`src/common/scope_pkg.sv`:
```
package scope_pkg;

   // register bus
   localparam int BYTECNT_SIZE = 7;

   // adc sample width
   localparam int SAMPLE_W = 12;

   // register map
   localparam logic [7:0] ADDR_GAIN       = 8'd0;
   localparam logic [7:0] ADDR_SETTINGS   = 8'd1;
   localparam logic [7:0] ADDR_STATUS     = 8'd2;
   localparam logic [7:0] ADDR_TRIG_LEVEL = 8'd3;

   // one host register access
   typedef struct packed {
      logic [7:0]              address;
      logic [BYTECNT_SIZE-1:0] bytecnt;  // byte lane within the register
      logic [7:0]              wdata;
      logic                    read;
      logic                    write;    // one-cycle strobe
   } reg_req_t;

   typedef struct packed {
      logic [7:0] gain;        // pwm increment
      logic       source_adc;  // 1 adc, 0 counter
   } front_cfg_t;

   typedef struct packed {
      logic                active;
      logic [SAMPLE_W-1:0] level;  // msb picks polarity
   } trig_cfg_t;

   // what the two panel LEDs show
   typedef enum logic [1:0] {
      LED_STATE     = 2'b00,
      LED_HEARTBEAT = 2'b01,
      LED_FLASH     = 2'b10,
      LED_OFF       = 2'b11
   } led_sel_t;

endpackage

```
`src/verilog/reg_file.sv`:
```
`timescale 1ns/1ns

module reg_file (
   input  logic                  clk_usb,
   input  logic                  reset,
   input  scope_pkg::reg_req_t   reg_req_i,
   input  logic                  armed_i,
   input  logic                  triggered_i,
   output logic [7:0]            reg_rdata_o,
   output scope_pkg::front_cfg_t front_cfg_o,
   output scope_pkg::trig_cfg_t  trig_cfg_o,
   output logic                  arm_o,
   output scope_pkg::led_sel_t   led_sel_o
);
   import scope_pkg::*;

   logic [7:0]          gain_q;
   logic                source_adc_q;
   led_sel_t            led_sel_q;
   logic                trig_active_q;
   logic [SAMPLE_W-1:0] trig_level_q;
   logic                arm_q;
   logic                wr_byte0;
   logic                wr_byte1;

   assign wr_byte0 = reg_req_i.write && (reg_req_i.bytecnt == '0);
   assign wr_byte1 = reg_req_i.write && (reg_req_i.bytecnt == BYTECNT_SIZE'(1));

   always_ff @(posedge clk_usb) begin
      if (reset) begin
         gain_q        <= '0;
         source_adc_q  <= 1'b0;
         led_sel_q     <= LED_STATE;
         trig_active_q <= 1'b0;
         trig_level_q  <= '0;
         arm_q         <= 1'b0;
      end else begin
         arm_q <= 1'b0;  // only high for the cycle after the write
         if (wr_byte0 && reg_req_i.address == ADDR_GAIN)
            gain_q <= reg_req_i.wdata;
         if (wr_byte0 && reg_req_i.address == ADDR_SETTINGS) begin
            source_adc_q  <= reg_req_i.wdata[0];
            led_sel_q     <= led_sel_t'(reg_req_i.wdata[2:1]);
            arm_q         <= reg_req_i.wdata[3];
            trig_active_q <= reg_req_i.wdata[4];
         end
         if (wr_byte0 && reg_req_i.address == ADDR_TRIG_LEVEL)
            trig_level_q[7:0] <= reg_req_i.wdata;
         if (wr_byte1 && reg_req_i.address == ADDR_TRIG_LEVEL)
            trig_level_q[SAMPLE_W-1:8] <= reg_req_i.wdata[SAMPLE_W-9:0];
      end
   end

   // read mux, combinational and zero when idle
   always_comb begin
      reg_rdata_o = 8'h00;
      if (reg_req_i.read) begin
         case (reg_req_i.address)
            ADDR_GAIN:
               if (reg_req_i.bytecnt == '0)
                  reg_rdata_o = gain_q;
            ADDR_SETTINGS:
               if (reg_req_i.bytecnt == '0)
                  reg_rdata_o = {3'b000, trig_active_q, 1'b0, led_sel_q, source_adc_q};
            ADDR_STATUS:
               if (reg_req_i.bytecnt == '0)
                  reg_rdata_o = {6'b000000, triggered_i, armed_i};
            ADDR_TRIG_LEVEL:
               if (reg_req_i.bytecnt == '0)
                  reg_rdata_o = trig_level_q[7:0];
               else if (reg_req_i.bytecnt == BYTECNT_SIZE'(1))
                  reg_rdata_o = {{(16 - SAMPLE_W){1'b0}}, trig_level_q[SAMPLE_W-1:8]};
            default:
               reg_rdata_o = 8'h00;
         endcase
      end
   end

   assign front_cfg_o.gain       = gain_q;
   assign front_cfg_o.source_adc = source_adc_q;
   assign trig_cfg_o.active      = trig_active_q;
   assign trig_cfg_o.level       = trig_level_q;
   assign arm_o                  = arm_q;
   assign led_sel_o              = led_sel_q;

endmodule

```
`src/verilog/panel_leds.sv`:
```
`timescale 1ns/1ns

module panel_leds #(
   parameter int TIMER_W = 26
) (
   input  logic                clk_usb,
   input  logic                reset,
   input  scope_pkg::led_sel_t led_sel_i,
   input  logic                armed_i,
   input  logic                triggered_i,
   output logic                freq_measure_o,
   output logic                flash_pattern_o,
   output logic                led_armed_o,
   output logic                led_capture_o
);
   import scope_pkg::*;

   logic [TIMER_W-1:0] timer_q;
   logic               meas_bit_q;  // delayed copy for edge detect
   logic               flash_q;

   always_ff @(posedge clk_usb) begin
      if (reset) begin
         timer_q        <= '0;
         meas_bit_q     <= 1'b0;
         freq_measure_o <= 1'b0;
         flash_q        <= 1'b0;
      end else begin
         timer_q        <= timer_q + 1'b1;
         meas_bit_q     <= timer_q[TIMER_W-4];
         freq_measure_o <= timer_q[TIMER_W-4] && !meas_bit_q;  // rising edge only
         if (timer_q[TIMER_W-1])
            flash_q <= ~timer_q[TIMER_W-3];
      end
   end

   assign flash_pattern_o = flash_q;

   always_comb begin
      case (led_sel_i)
         LED_STATE: begin
            led_armed_o   = armed_i;
            led_capture_o = triggered_i;
         end
         LED_HEARTBEAT: begin
            led_armed_o   = timer_q[TIMER_W-2];
            led_capture_o = timer_q[TIMER_W-2];
         end
         LED_FLASH: begin
            led_armed_o   = flash_q;
            led_capture_o = flash_q;
         end
         default: begin  // off
            led_armed_o   = 1'b0;
            led_capture_o = 1'b0;
         end
      endcase
   end

endmodule

```
`src/trigger/adc_front_end.sv`:
```
`timescale 1ns/1ns

module adc_front_end (
   input  logic                            clk_usb,
   input  logic                            reset,
   input  scope_pkg::front_cfg_t           front_cfg_i,
   input  logic [scope_pkg::SAMPLE_W-1:0]  adc_data_i,
   output logic [scope_pkg::SAMPLE_W-1:0]  sample_o,
   output logic                            amp_gain_o
);
   import scope_pkg::*;

   logic [SAMPLE_W-1:0] count_q;  // test pattern source
   logic [SAMPLE_W-1:0] stage1_q;
   logic [SAMPLE_W-1:0] stage2_q;
   logic [8:0]          pwm_acc_q;

   always_ff @(posedge clk_usb) begin
      if (reset) begin
         count_q   <= '0;
         pwm_acc_q <= '0;
      end else begin
         count_q   <= count_q + 1'b1;
         // carry out of bit 8 is dropped each cycle and drives the pwm
         pwm_acc_q <= {1'b0, pwm_acc_q[7:0]} + {1'b0, front_cfg_i.gain};
      end
   end

   // two stages so the sample lines up with the capture path delay
   always_ff @(posedge clk_usb) begin
      stage1_q <= front_cfg_i.source_adc ? adc_data_i : count_q;
      stage2_q <= stage1_q;
   end

   assign sample_o   = stage2_q;
   assign amp_gain_o = pwm_acc_q[8];

endmodule

```
`src/trigger/level_trigger.sv`:
```
`timescale 1ns/1ns

module level_trigger (
   input  logic                            clk_usb,
   input  logic                            reset,
   input  scope_pkg::trig_cfg_t            trig_cfg_i,
   input  logic                            arm_i,
   input  logic [scope_pkg::SAMPLE_W-1:0]  sample_i,
   output logic                            trigger_adc_o,
   output logic                            armed_o,
   output logic                            triggered_o
);
   import scope_pkg::*;

   logic armed_q;
   logic triggered_q;
   logic level_hit;

   // level msb set means trigger on high, clear means trigger on low
   assign level_hit = trig_cfg_i.level[SAMPLE_W-1] ? (sample_i > trig_cfg_i.level)
                                                   : (sample_i < trig_cfg_i.level);

   always_ff @(posedge clk_usb) begin
      if (reset) begin
         armed_q       <= 1'b0;
         triggered_q   <= 1'b0;
         trigger_adc_o <= 1'b0;
      end else begin
         // no refire while the first pulse is still out
         trigger_adc_o <= armed_q && trig_cfg_i.active && !trigger_adc_o && level_hit;

         if (arm_i) begin  // rearm wins over a pulse in flight
            armed_q     <= 1'b1;
            triggered_q <= 1'b0;
         end else if (trigger_adc_o) begin
            armed_q     <= 1'b0;
            triggered_q <= 1'b1;
         end
      end
   end

   assign armed_o     = armed_q;
   assign triggered_o = triggered_q;

endmodule

```
`src/verilog/scope_top.sv`:
```
`timescale 1ns/1ns

module scope_top #(
   parameter int TIMER_W = 26
) (
   input  logic                            clk_usb,
   input  logic                            reset,
   input  scope_pkg::reg_req_t             reg_req_i,
   input  logic [scope_pkg::SAMPLE_W-1:0]  adc_data_i,
   output logic [7:0]                      reg_rdata_o,
   output logic [scope_pkg::SAMPLE_W-1:0]  sample_o,
   output logic                            trigger_adc_o,
   output logic                            amp_gain_o,
   output logic                            freq_measure_o,
   output logic                            flash_pattern_o,
   output logic                            led_armed_o,
   output logic                            led_capture_o
);
   import scope_pkg::*;

   front_cfg_t front_cfg;
   trig_cfg_t  trig_cfg;
   led_sel_t   led_sel;
   logic       arm;
   logic       armed;
   logic       triggered;

   reg_file u_reg_file (
      .clk_usb     (clk_usb),
      .reset       (reset),
      .reg_req_i   (reg_req_i),
      .armed_i     (armed),
      .triggered_i (triggered),
      .reg_rdata_o (reg_rdata_o),
      .front_cfg_o (front_cfg),
      .trig_cfg_o  (trig_cfg),
      .arm_o       (arm),
      .led_sel_o   (led_sel)
   );

   adc_front_end u_adc_front_end (
      .clk_usb     (clk_usb),
      .reset       (reset),
      .front_cfg_i (front_cfg),
      .adc_data_i  (adc_data_i),
      .sample_o    (sample_o),
      .amp_gain_o  (amp_gain_o)
   );

   // fires off the same pipelined sample that goes out on sample_o
   level_trigger u_level_trigger (
      .clk_usb       (clk_usb),
      .reset         (reset),
      .trig_cfg_i    (trig_cfg),
      .arm_i         (arm),
      .sample_i      (sample_o),
      .trigger_adc_o (trigger_adc_o),
      .armed_o       (armed),
      .triggered_o   (triggered)
   );

   panel_leds #(
      .TIMER_W (TIMER_W)
   ) u_panel_leds (
      .clk_usb         (clk_usb),
      .reset           (reset),
      .led_sel_i       (led_sel),
      .armed_i         (armed),
      .triggered_i     (triggered),
      .freq_measure_o  (freq_measure_o),
      .flash_pattern_o (flash_pattern_o),
      .led_armed_o     (led_armed_o),
      .led_capture_o   (led_capture_o)
   );

endmodule

```
`config.mk`:
```
export PLATFORM = sky130hd
export DESIGN_NAME = scope_top
export DESIGN_NICKNAME = d
export VERILOG_FILES = /design/src/common/scope_pkg.sv /design/src/verilog/reg_file.sv /design/src/verilog/panel_leds.sv /design/src/trigger/adc_front_end.sv /design/src/trigger/level_trigger.sv /design/src/verilog/scope_top.sv
export SDC_FILE = /design/constraint.sdc
export NUM_CORES = 1
export LEC_CHECK = 0
export BUFFER_PORTS_ARGS = -buffer_cell sky130_fd_sc_hd__buf_2
export CAP_MARGIN = 20
export CORE_MARGIN = 1.5
export CORE_UTILIZATION = 50
export DETAILED_ROUTE_END_ITERATION = 8
export GPL_TIMING_DRIVEN = 0
export HOLD_SLACK_MARGIN = 0.15
export PLACE_DENSITY = 0.71
export RECOVER_POWER = 100
export SLEW_MARGIN = 10
export SYNTH_ARGS = -nofsm -noshare
export SYNTH_HDL_FRONTEND = slang
export SYNTH_SLANG_ARGS = --single-unit
export TNS_END_PERCENT = 50
```
`constraint.sdc`:
```
create_clock -name clk_usb -period 5.3 [get_ports clk_usb]
set_input_delay 0.265 -clock clk_usb [delete_from_list [all_inputs] [get_ports clk_usb]]
set_output_delay 0.265 -clock clk_usb [all_outputs]
set_load 0.01 [all_outputs]
```
==> summary.txt, run 1 <==
Die
  • Site row count: 34
  • Initial Util: just over 50%
  • CORE AREA: about 8700 um2
  • # IOs: 65
  • Chip height: a little under 100 um
  • Full die area: about 9500 um2
  • Die width: about 98 um

Setup path
  • R2r startpoint: u_panel_leds.timer_q[2]
  • FF-to-FF path depth: 5
  • Slowest CP cell: nor4_1
  • CP cell instances: buf_2 > nor4_1 > nand4_1 > nor4_1 > mux2i_1 > nor2_1
  • Critical Path Source Type: input port
  • Critical Path End Type: flop
  • Critical path peak fanout: 8
  • Crit path largest cell delay: ~1600 ps
  • Reg2Reg Setup Slack: 2840 ps
  • Delay-heaviest family, CP: simple AND/OR/NAND/NOR gates
  • Kind of critical path: in2reg
  • CP dominant cell by count: nor4_1
  • R2r endpoint: u_panel_leds.timer_q[25]
  • Worst Path Buf+Inv: 1
  • Required @ worst endpoint: around 5600 ps
  • CP arrival: 3050 ps

Logic synthesis
  • Avg Cell Area, Syn: ~9.8 um2
  • Syn Inst Count: 455
  • Cell area after synthesis: approximately 4500 um2
  • Number of synthesized flops with an enable pin: 0
  • Post-synth top flop: dfxtp_1
  • Fraction of registers with async set/reset: 0%
  • Syn_nets: between 500 and 600
  • Warnings, synthesis: 0
  • Cell variety after synth: 46
  • Leading area contributor after synthesis: dfxtp_1
  • Post-synthesis sequential area ratio: a little under half
  • Synth area leaders: dfxtp_1 (46%), mux2i_1 (6.3%), ha_1 (6.2%), nor2_1 (6.0%), xor2_1 (3.3%)
  • Synthesized flop and latch total: about 100
  • Post-synth top area share: between 40% and 50%

STA
  • Worst rel slew slack: -33.1%
  • Final Skew: approximately 10 ps
  • Setup tns final: 0 ps
  • Max Fclk: 357 MHz
  • RSZ-0062 raised after global routing: false
  • Setup violators final: 0
  • Slew @ Worst Pin: about 2000 ps
  • Final Hold Fails: 0
  • Crit share post-route: 52.8%
  • Min cycle time layout: 2800 ps
  • Slew Limit Fails: 18

Cells and area
  • Most frequent cells in the layout: dfxtp_1 (102), nor2_1 (72), clkbuf_1 (40)
  • Nets@finish: 602
  • Fin cells: roughly 650
  • Area grow syn2layout: 14.6%
  • Proportion of layout cells with a drive suffix above 1: between 10% and 20%
  • Commonest non-fill, non-tap cell in the layout: dfxtp_1
  • Filler Cells Inserted: 790
  • Area of the multi-input gates: roughly 2200 um2
  • Sequential cell area: 2040 um2
  • ANT cells: 0

Clocking
  • Post-cts resize count: 0
  • Post-CTS Setup Repair Bufs: 0
  • Maximum clock path buffer count: 2
  • TritonCTS clock tree: done
  • H-tree levels: 3
  • Clk slew on worst S/H paths: approximately 100 ps
  • Clock root buffer: clkbuf_8
  • CTS Sinks: 102
  • Worst skew pair latency: around 350 ps
  • CTS Buf Count: 9

Min path
  • Hold Path Sink: u_reg_file.gain_q[7]
  • Worst hold path stage count: 3
  • Hold path start: reg_req_i[9]
  • HP Class: in2reg

Global routing
  • Global-route met1 utilization: roughly a quarter
  • Gr ovfl total: 0
  • Largest net degree at the start of global routing: 17
  • GR Layer Usage met3: under 10%
  • Number of global-route vias before repair: 3403
  • Total GRT Usage: roughly a fifth
  • GRT Max-Usage Layer: met2
  • Wire length of the first global-routing pass: about 16 mm
  • Met2 Usage GRT: between 30% and 40%
  • Initial antenna violation count: 0

Routing
  • Routed WL: slightly below 10 mm
  • DR DRC count: 0
  • Vias per cell: about 5.3
  • Avg WL per Cell: approximately 15 um
  • Post-route ant nets: 0
  • TritonRoute pass-1 iters: 4
  • DR iter-0 viols: approximately 140
  • Via count: between 3000 and 4000

Status
  • Outcome: finished with violations
  • Violated checks: max-capacitance violations, max-slew violations

Place
  • Port bufs: 62
  • Final GP Congestion: 0.897
  • Placed insts: between 600 and 700
  • DP HPWL: slightly above 7 mm

Run
  • Maxcap violations: 2

Pwr
  • Lkg Pwr: between 1.5 and 2 nW
  • VDD IR max: 171 uV
  • Pwr dens: 267 nW/um2
routing by layer:
layer  share of wire [%]  wire length [um]  vias to the layer above
met5                   0                 0                        -
met4                 1.4               133                        0
met3                 4.6               441                        9
met2                  48              4630                       86
met1                  46              4450                     1623
li1                    -                 -                     1756
logic make-up after synthesis:
group,Yosys count,synth area share [%]
fa+ha+maj,23,6.60
xor+xnor,30,5.87
simple gates,169,20.4
compound gates,56,7.52
mux,43,10.5
flops,102,45.7
buf+inv,32,3.38
report_power, final:
part	switching, mW	leakage, nW	internal [mW]	total (mW)
registers	0.00621	0.824	0.774	0.780
logic	0.0350	1.03	0.0313	0.0663
clock network	0.259	0.0990	0.265	0.524
worst max path at each step:
stage,slack (ps),startpoint,depth (start not counted),end
finish,2500,reg_req_i[14],6,u_reg_file.gain_q[2]
global route,2390,reg_req_i[14],6,u_reg_file.gain_q[0]
CTS,3230,u_reg_file.gain_q[0],7,u_adc_front_end.pwm_acc_q[8]
detailed placement,3200,reg_req_i[19],6,u_reg_file.gain_q[2]
global placement,3250,reg_req_i[19],6,u_reg_file.gain_q[5]
floorplan,3390,u_reg_file.gain_q[0],7,u_adc_front_end.pwm_acc_q[8]
through the flow:
step	util [%]	worst slack [ps]	hold slack, ps	total power, mW	cell area, um2
2_1_floorplan	-	3390	310	0.829	4470
3_3_place_gp	56.7	3250	311	0.859	4920
3_5_place_dp	56.7	3200	314	0.861	4920
4_1_cts	60.5	3230	151	1.39	5250
5_1_grt	59.1	2390	157	1.42	5130
6_report	59.1	2500	165	1.37	5130
worst register-to-register path: stages, from the launching register on:
cell,delay [ps]
dfxtp_1,410
nand3_1,170
nor4_1,1090
nand3_1,180
or3_1,390
a21oi_1,150
state kept, by name, summed over array words and instances, names as in the netlist:
register,cells
u_reg_file.arm_o,1
u_panel_leds.flash_pattern_o,1
u_reg_file.gain_q,8
u_reg_file.trig_level_q,12
u_panel_leds.freq_measure_o,1
u_adc_front_end.count_q,12
u_level_trigger.trigger_adc_o,1
u_panel_leds.meas_bit_q,1
u_reg_file.led_sel_o,2
u_panel_leds.timer_q,26
u_adc_front_end.stage1_q,12
u_adc_front_end.pwm_acc_q,9
u_level_trigger.triggered_o,1
u_adc_front_end.sample_o,12
u_level_trigger.armed_o,1
u_reg_file.trig_active_q,1
u_reg_file.source_adc_q,1
repair_timing:
item	4_1_cts	5_1_grt
endpoints found under the hold margin	12	0
hold buffers	12	0
endpoints found under the setup margin	0	0
final cells by class:
class	instances	area share [%]
plain buffers	16	1.56
well taps	108	2.64
flip-flops and latches	102	39.8
repair buffers	74	7.74
multi-input cells	321	42.9
clock buffers	10	2.49
clock inverters	5	1.63
inverters	16	1.17
synthesized netlist by cell type (all sizes together) (6+ instances only):
library cell,count
a21oi,22
buf,6
clkbuf,10
dfxtp,102
ha,22
inv,16
mux2,13
mux2i,28
nand2,19
nand3,12
nand4,14
nor2,72
nor2b,12
nor3,8
o21ai,15
or3,8
xnor2,13
xor2,17
Power figures use the tool's default switching activity.
==> run 2: changes to the inputs <==
Settings changed: ABC_AREA from default to 1.
Clock period 5.3 ns to 2.58 ns, I/O delays scaled along.
==> summary.txt, run 2 <==
Routing
  • DR iter-0 viols: 181 (+26%)
  • Via count: 4799 (+38%)
  • TritonRoute pass-1 iters: 5 (+1)
  • Avg WL per Cell: 13.2 um (-11%)
  • Post-route ant nets: 0 (unchanged)
  • DR DRC count: 0 (unchanged)
  • Routed WL: 12.4 mm (+29%)
  • Vias per cell: 5.08 (-4.6%)

Clocking
  • TritonCTS clock tree: done
  • Maximum clock path buffer count: 2 (unchanged)
  • Post-cts resize count: 0 (unchanged)
  • H-tree levels: 3 (unchanged)
  • Worst skew pair latency: 370 ps (+20 ps)
  • CTS Buf Count: 9 (unchanged)
  • Clock root buffer: clkbuf_8
  • CTS Sinks: 102 (unchanged)
  • Clk slew on worst S/H paths: 110 ps (about the same)

Setup path
  • CP cell instances: ha_1 > nand2_1 > nor2_1 > nand2_2 > nor2_1 > a21oi_1 > o21a_1
  • Critical Path End Type: flop
  • Critical Path Source Type: flop
  • Crit path largest cell delay: 410 ps (-1170 ps)
  • Required @ worst endpoint: 2850 ps (-2700 ps)
  • Kind of critical path: reg2reg
  • CP dominant cell by count: nor2_1
  • CP arrival: 2250 ps (-800 ps)
  • Critical path peak fanout: 6 (-2)
  • Slowest CP cell: dfxtp_1

Die
  • # IOs: 65 (unchanged)
  • CORE AREA: 9730 um2 (+12%)
  • Full die area: 10600 um2 (+11%)
  • Site row count: 36 (+5.9%)
  • Die width: 103 um (+5.5%)
  • Chip height: 103 um (+5.5%)
  • Initial Util: 51.3% (-0.22 points)

STA
  • Worst rel slew slack: 55.1% (+88 points)
  • Max Fclk: 506 MHz
  • Final Hold Fails: 0 (unchanged)
  • Slew @ Worst Pin: 674 ps (-1300 ps)
  • RSZ-0062 raised after global routing: false
  • Final WS setup: 603 ps (-1900 ps)
  • Setup tns final: 0 ps (unchanged)
  • Crit share post-route: about three quarters
  • Final Skew: 13.9 ps (+3.77 ps)
  • Setup violators final: 0 (unchanged)
  • Worst hold slack: 203 ps (+38.5 ps)
  • Min cycle time layout: 1980 ps
  • Slew Limit Fails: 0 (-18)

Global routing
  • Met2 Usage GRT: 44.5% (+8.5 points)
  • Number of global-route vias before repair: 4569 (+34%)
  • GR Layer Usage met3: 4.27% (+0.46 points)
  • GRT Max-Usage Layer: met2
  • Initial antenna violation count: 0 (unchanged)
  • Wire length of the first global-routing pass: 20.6 mm (+28%)
  • Global-route met1 utilization: 30.9% (+4.4 points)
  • Total GRT Usage: 25.1% (+4.2 points)
  • Largest net degree at the start of global routing: 21 (+4)
  • Gr ovfl total: 0 (unchanged)

Logic synthesis
  • Cell variety after synth: 37 (-20%)
  • Syn_nets: 775 (+50%)
  • Leading area contributor after synthesis: dfxtp_1
  • Synth cell count leaders: nand2_1 (165), nor2_1 (111), dfxtp_1 (102)
  • Cell area after synthesis: 4990 um2 (+12%)
  • Avg Cell Area, Syn: 7.00 um2 (-29%)
  • Fraction of registers with async set/reset: 0% (unchanged)
  • Synth area leaders: dfxtp_1 (41%), nand2_1 (12%), nor2_1 (8.3%), inv_1 (6.8%), ha_1 (5.5%)
  • Syn Inst Count: 713 (+57%)
  • Count leader, synth: nand2_1
  • Number of synthesized flops with an enable pin: 0 (unchanged)
  • Post-synth top area share: 40.9% (-4.8 points)
  • Warnings, synthesis: 0 (unchanged)
  • Post-synthesis sequential area ratio: 40.9% (-4.8 points)
  • Synthesized flop and latch total: 102 (unchanged)
  • Post-synth top flop: dfxtp_1

Run
  • Maxcap violations: 0 (-2)

Cells and area
  • Most frequent cells in the layout: nand2_1 (165), nor2_1 (116), dfxtp_1 (102)
  • Max FFs per register: 26 (unchanged)
  • Nets@finish: 868 (+44%)
  • Final core area utilization: 59.7% (+0.64 points)
  • Area grow syn2layout: 16.4%
  • Commonest non-fill, non-tap cell in the layout: nand2_1
  • Post-route design area: 5810 um2 (+13%)
  • Proportion of layout cells with a drive suffix above 1: 11.1% (-1.8 points)
  • Fin cells: 944 (+45%)
  • ANT cells: 0 (unchanged)
  • Largest Register: u_panel_leds.timer_q
  • Filler Cells Inserted: 981 (+24%)

Place
  • Final GP Congestion: 0.915 (+2.0%)
  • Port bufs: 62 (unchanged)
  • DP HPWL: 9.59 mm (+32%)
  • Placed insts: 908 (+45%)
  • Pre-CTS setup slack: 907 ps (-2300 ps)
  • Placed inst area: 5470 um2 (+11%)

Pwr
  • Clock power share: 36.4% (-1.8 points)
  • Internal Power: 2.04 mW (+91%)
  • Lkg Pwr: 2.36 nW (+21%)
  • Final Power: 2.78 mW (+100%)
  • Sw frac: 26.5% (+4.7 points)
  • Sequential cell fraction of total power: 57.6% (+0.7 points)
  • VDD IR max: 262 uV (+53%)
  • Switch Pwr: 738 uW (+150%)
  • Pwr dens: 479 nW/um2 (+79%)
  • Combinational Power Share: 6.1% (+1.3 points)

Status
  • Outcome: finished clean

Min path
  • HP Class: in2reg
run 2: cells by family after synthesis:
logic type               Yosys count  synth area share, %
multiplexers                       3                0.676
AO/OA/AOI/OAI                    101                 10.5
buffers and inverters            114                 8.84
adder cells (fa/ha/maj)           23                 5.91
flip-flops                       102                 40.9
AND/OR/NAND/NOR                  370                 33.1
run 2: what timing repair did:
action / in CTS / in global routing
hold endpoints to repair: 33 / 0
setup endpoints to repair: 0 / 0
buffers inserted: 0 / 0
hold buffers: 20 / 0
run 2: power by group through the flow:
stage / clock (mW) / combinational, mW / sequential, mW
after global placement: 0 / 0.142 / 1.64
final: 1.01 / 0.169 / 1.60
after detailed placement: 0 / 0.146 / 1.64
after floorplan: 0 / 0.0784 / 1.64
after global routing: 1.09 / 0.188 / 1.60
after CTS: 1.02 / 0.171 / 1.60
run 2: final timing paths:
kind / to / start / cells past startpoint / slack, ps
worst min-delay path: u_reg_file.trig_level_q[11] / reg_req_i[0] / 4 / 200
worst max register to register: u_panel_leds.timer_q[10] / u_panel_leds.timer_q[0] / 7 / 600
worst max-delay path: u_panel_leds.timer_q[10] / u_panel_leds.timer_q[0] / 7 / 600
worst min register to register: u_adc_front_end.sample_o[6] / u_adc_front_end.stage1_q[6] / 0 / 340
run 2: area by class of cell:
type / count / area [um2] / area share [%]
timing repair buffer: 82 / 479 / 8.25
tap: 133 / 166 / 2.86
clock inverter: 7 / 77.6 / 1.34
multi-input combinational: 497 / 2480 / 42.7
inverter: 102 / 387 / 6.65
buffer: 12 / 53.8 / 0.926
clock buffer: 9 / 124 / 2.13
sequential: 102 / 2040 / 35.1
run 2: critical path, delay by kind of cell, from the launching register on:
kind            cells  cell delay (ps)
simple gates        4              930
fa+ha+maj           1              300
compound gates      2              240
flops               1              410
run 2: metal layers:
| layer | wire length, um | share of wire [%] | up-vias |
|---|---|---|---|
| met5 | 0 | 0 | - |
| met4 | 263 | 2.1 | 0 |
| met3 | 620 | 5.0 | 28 |
| met2 | 5980 | 48 | 116 |
| met1 | 5550 | 45 | 2199 |
| li1 | - | - | 2456 |
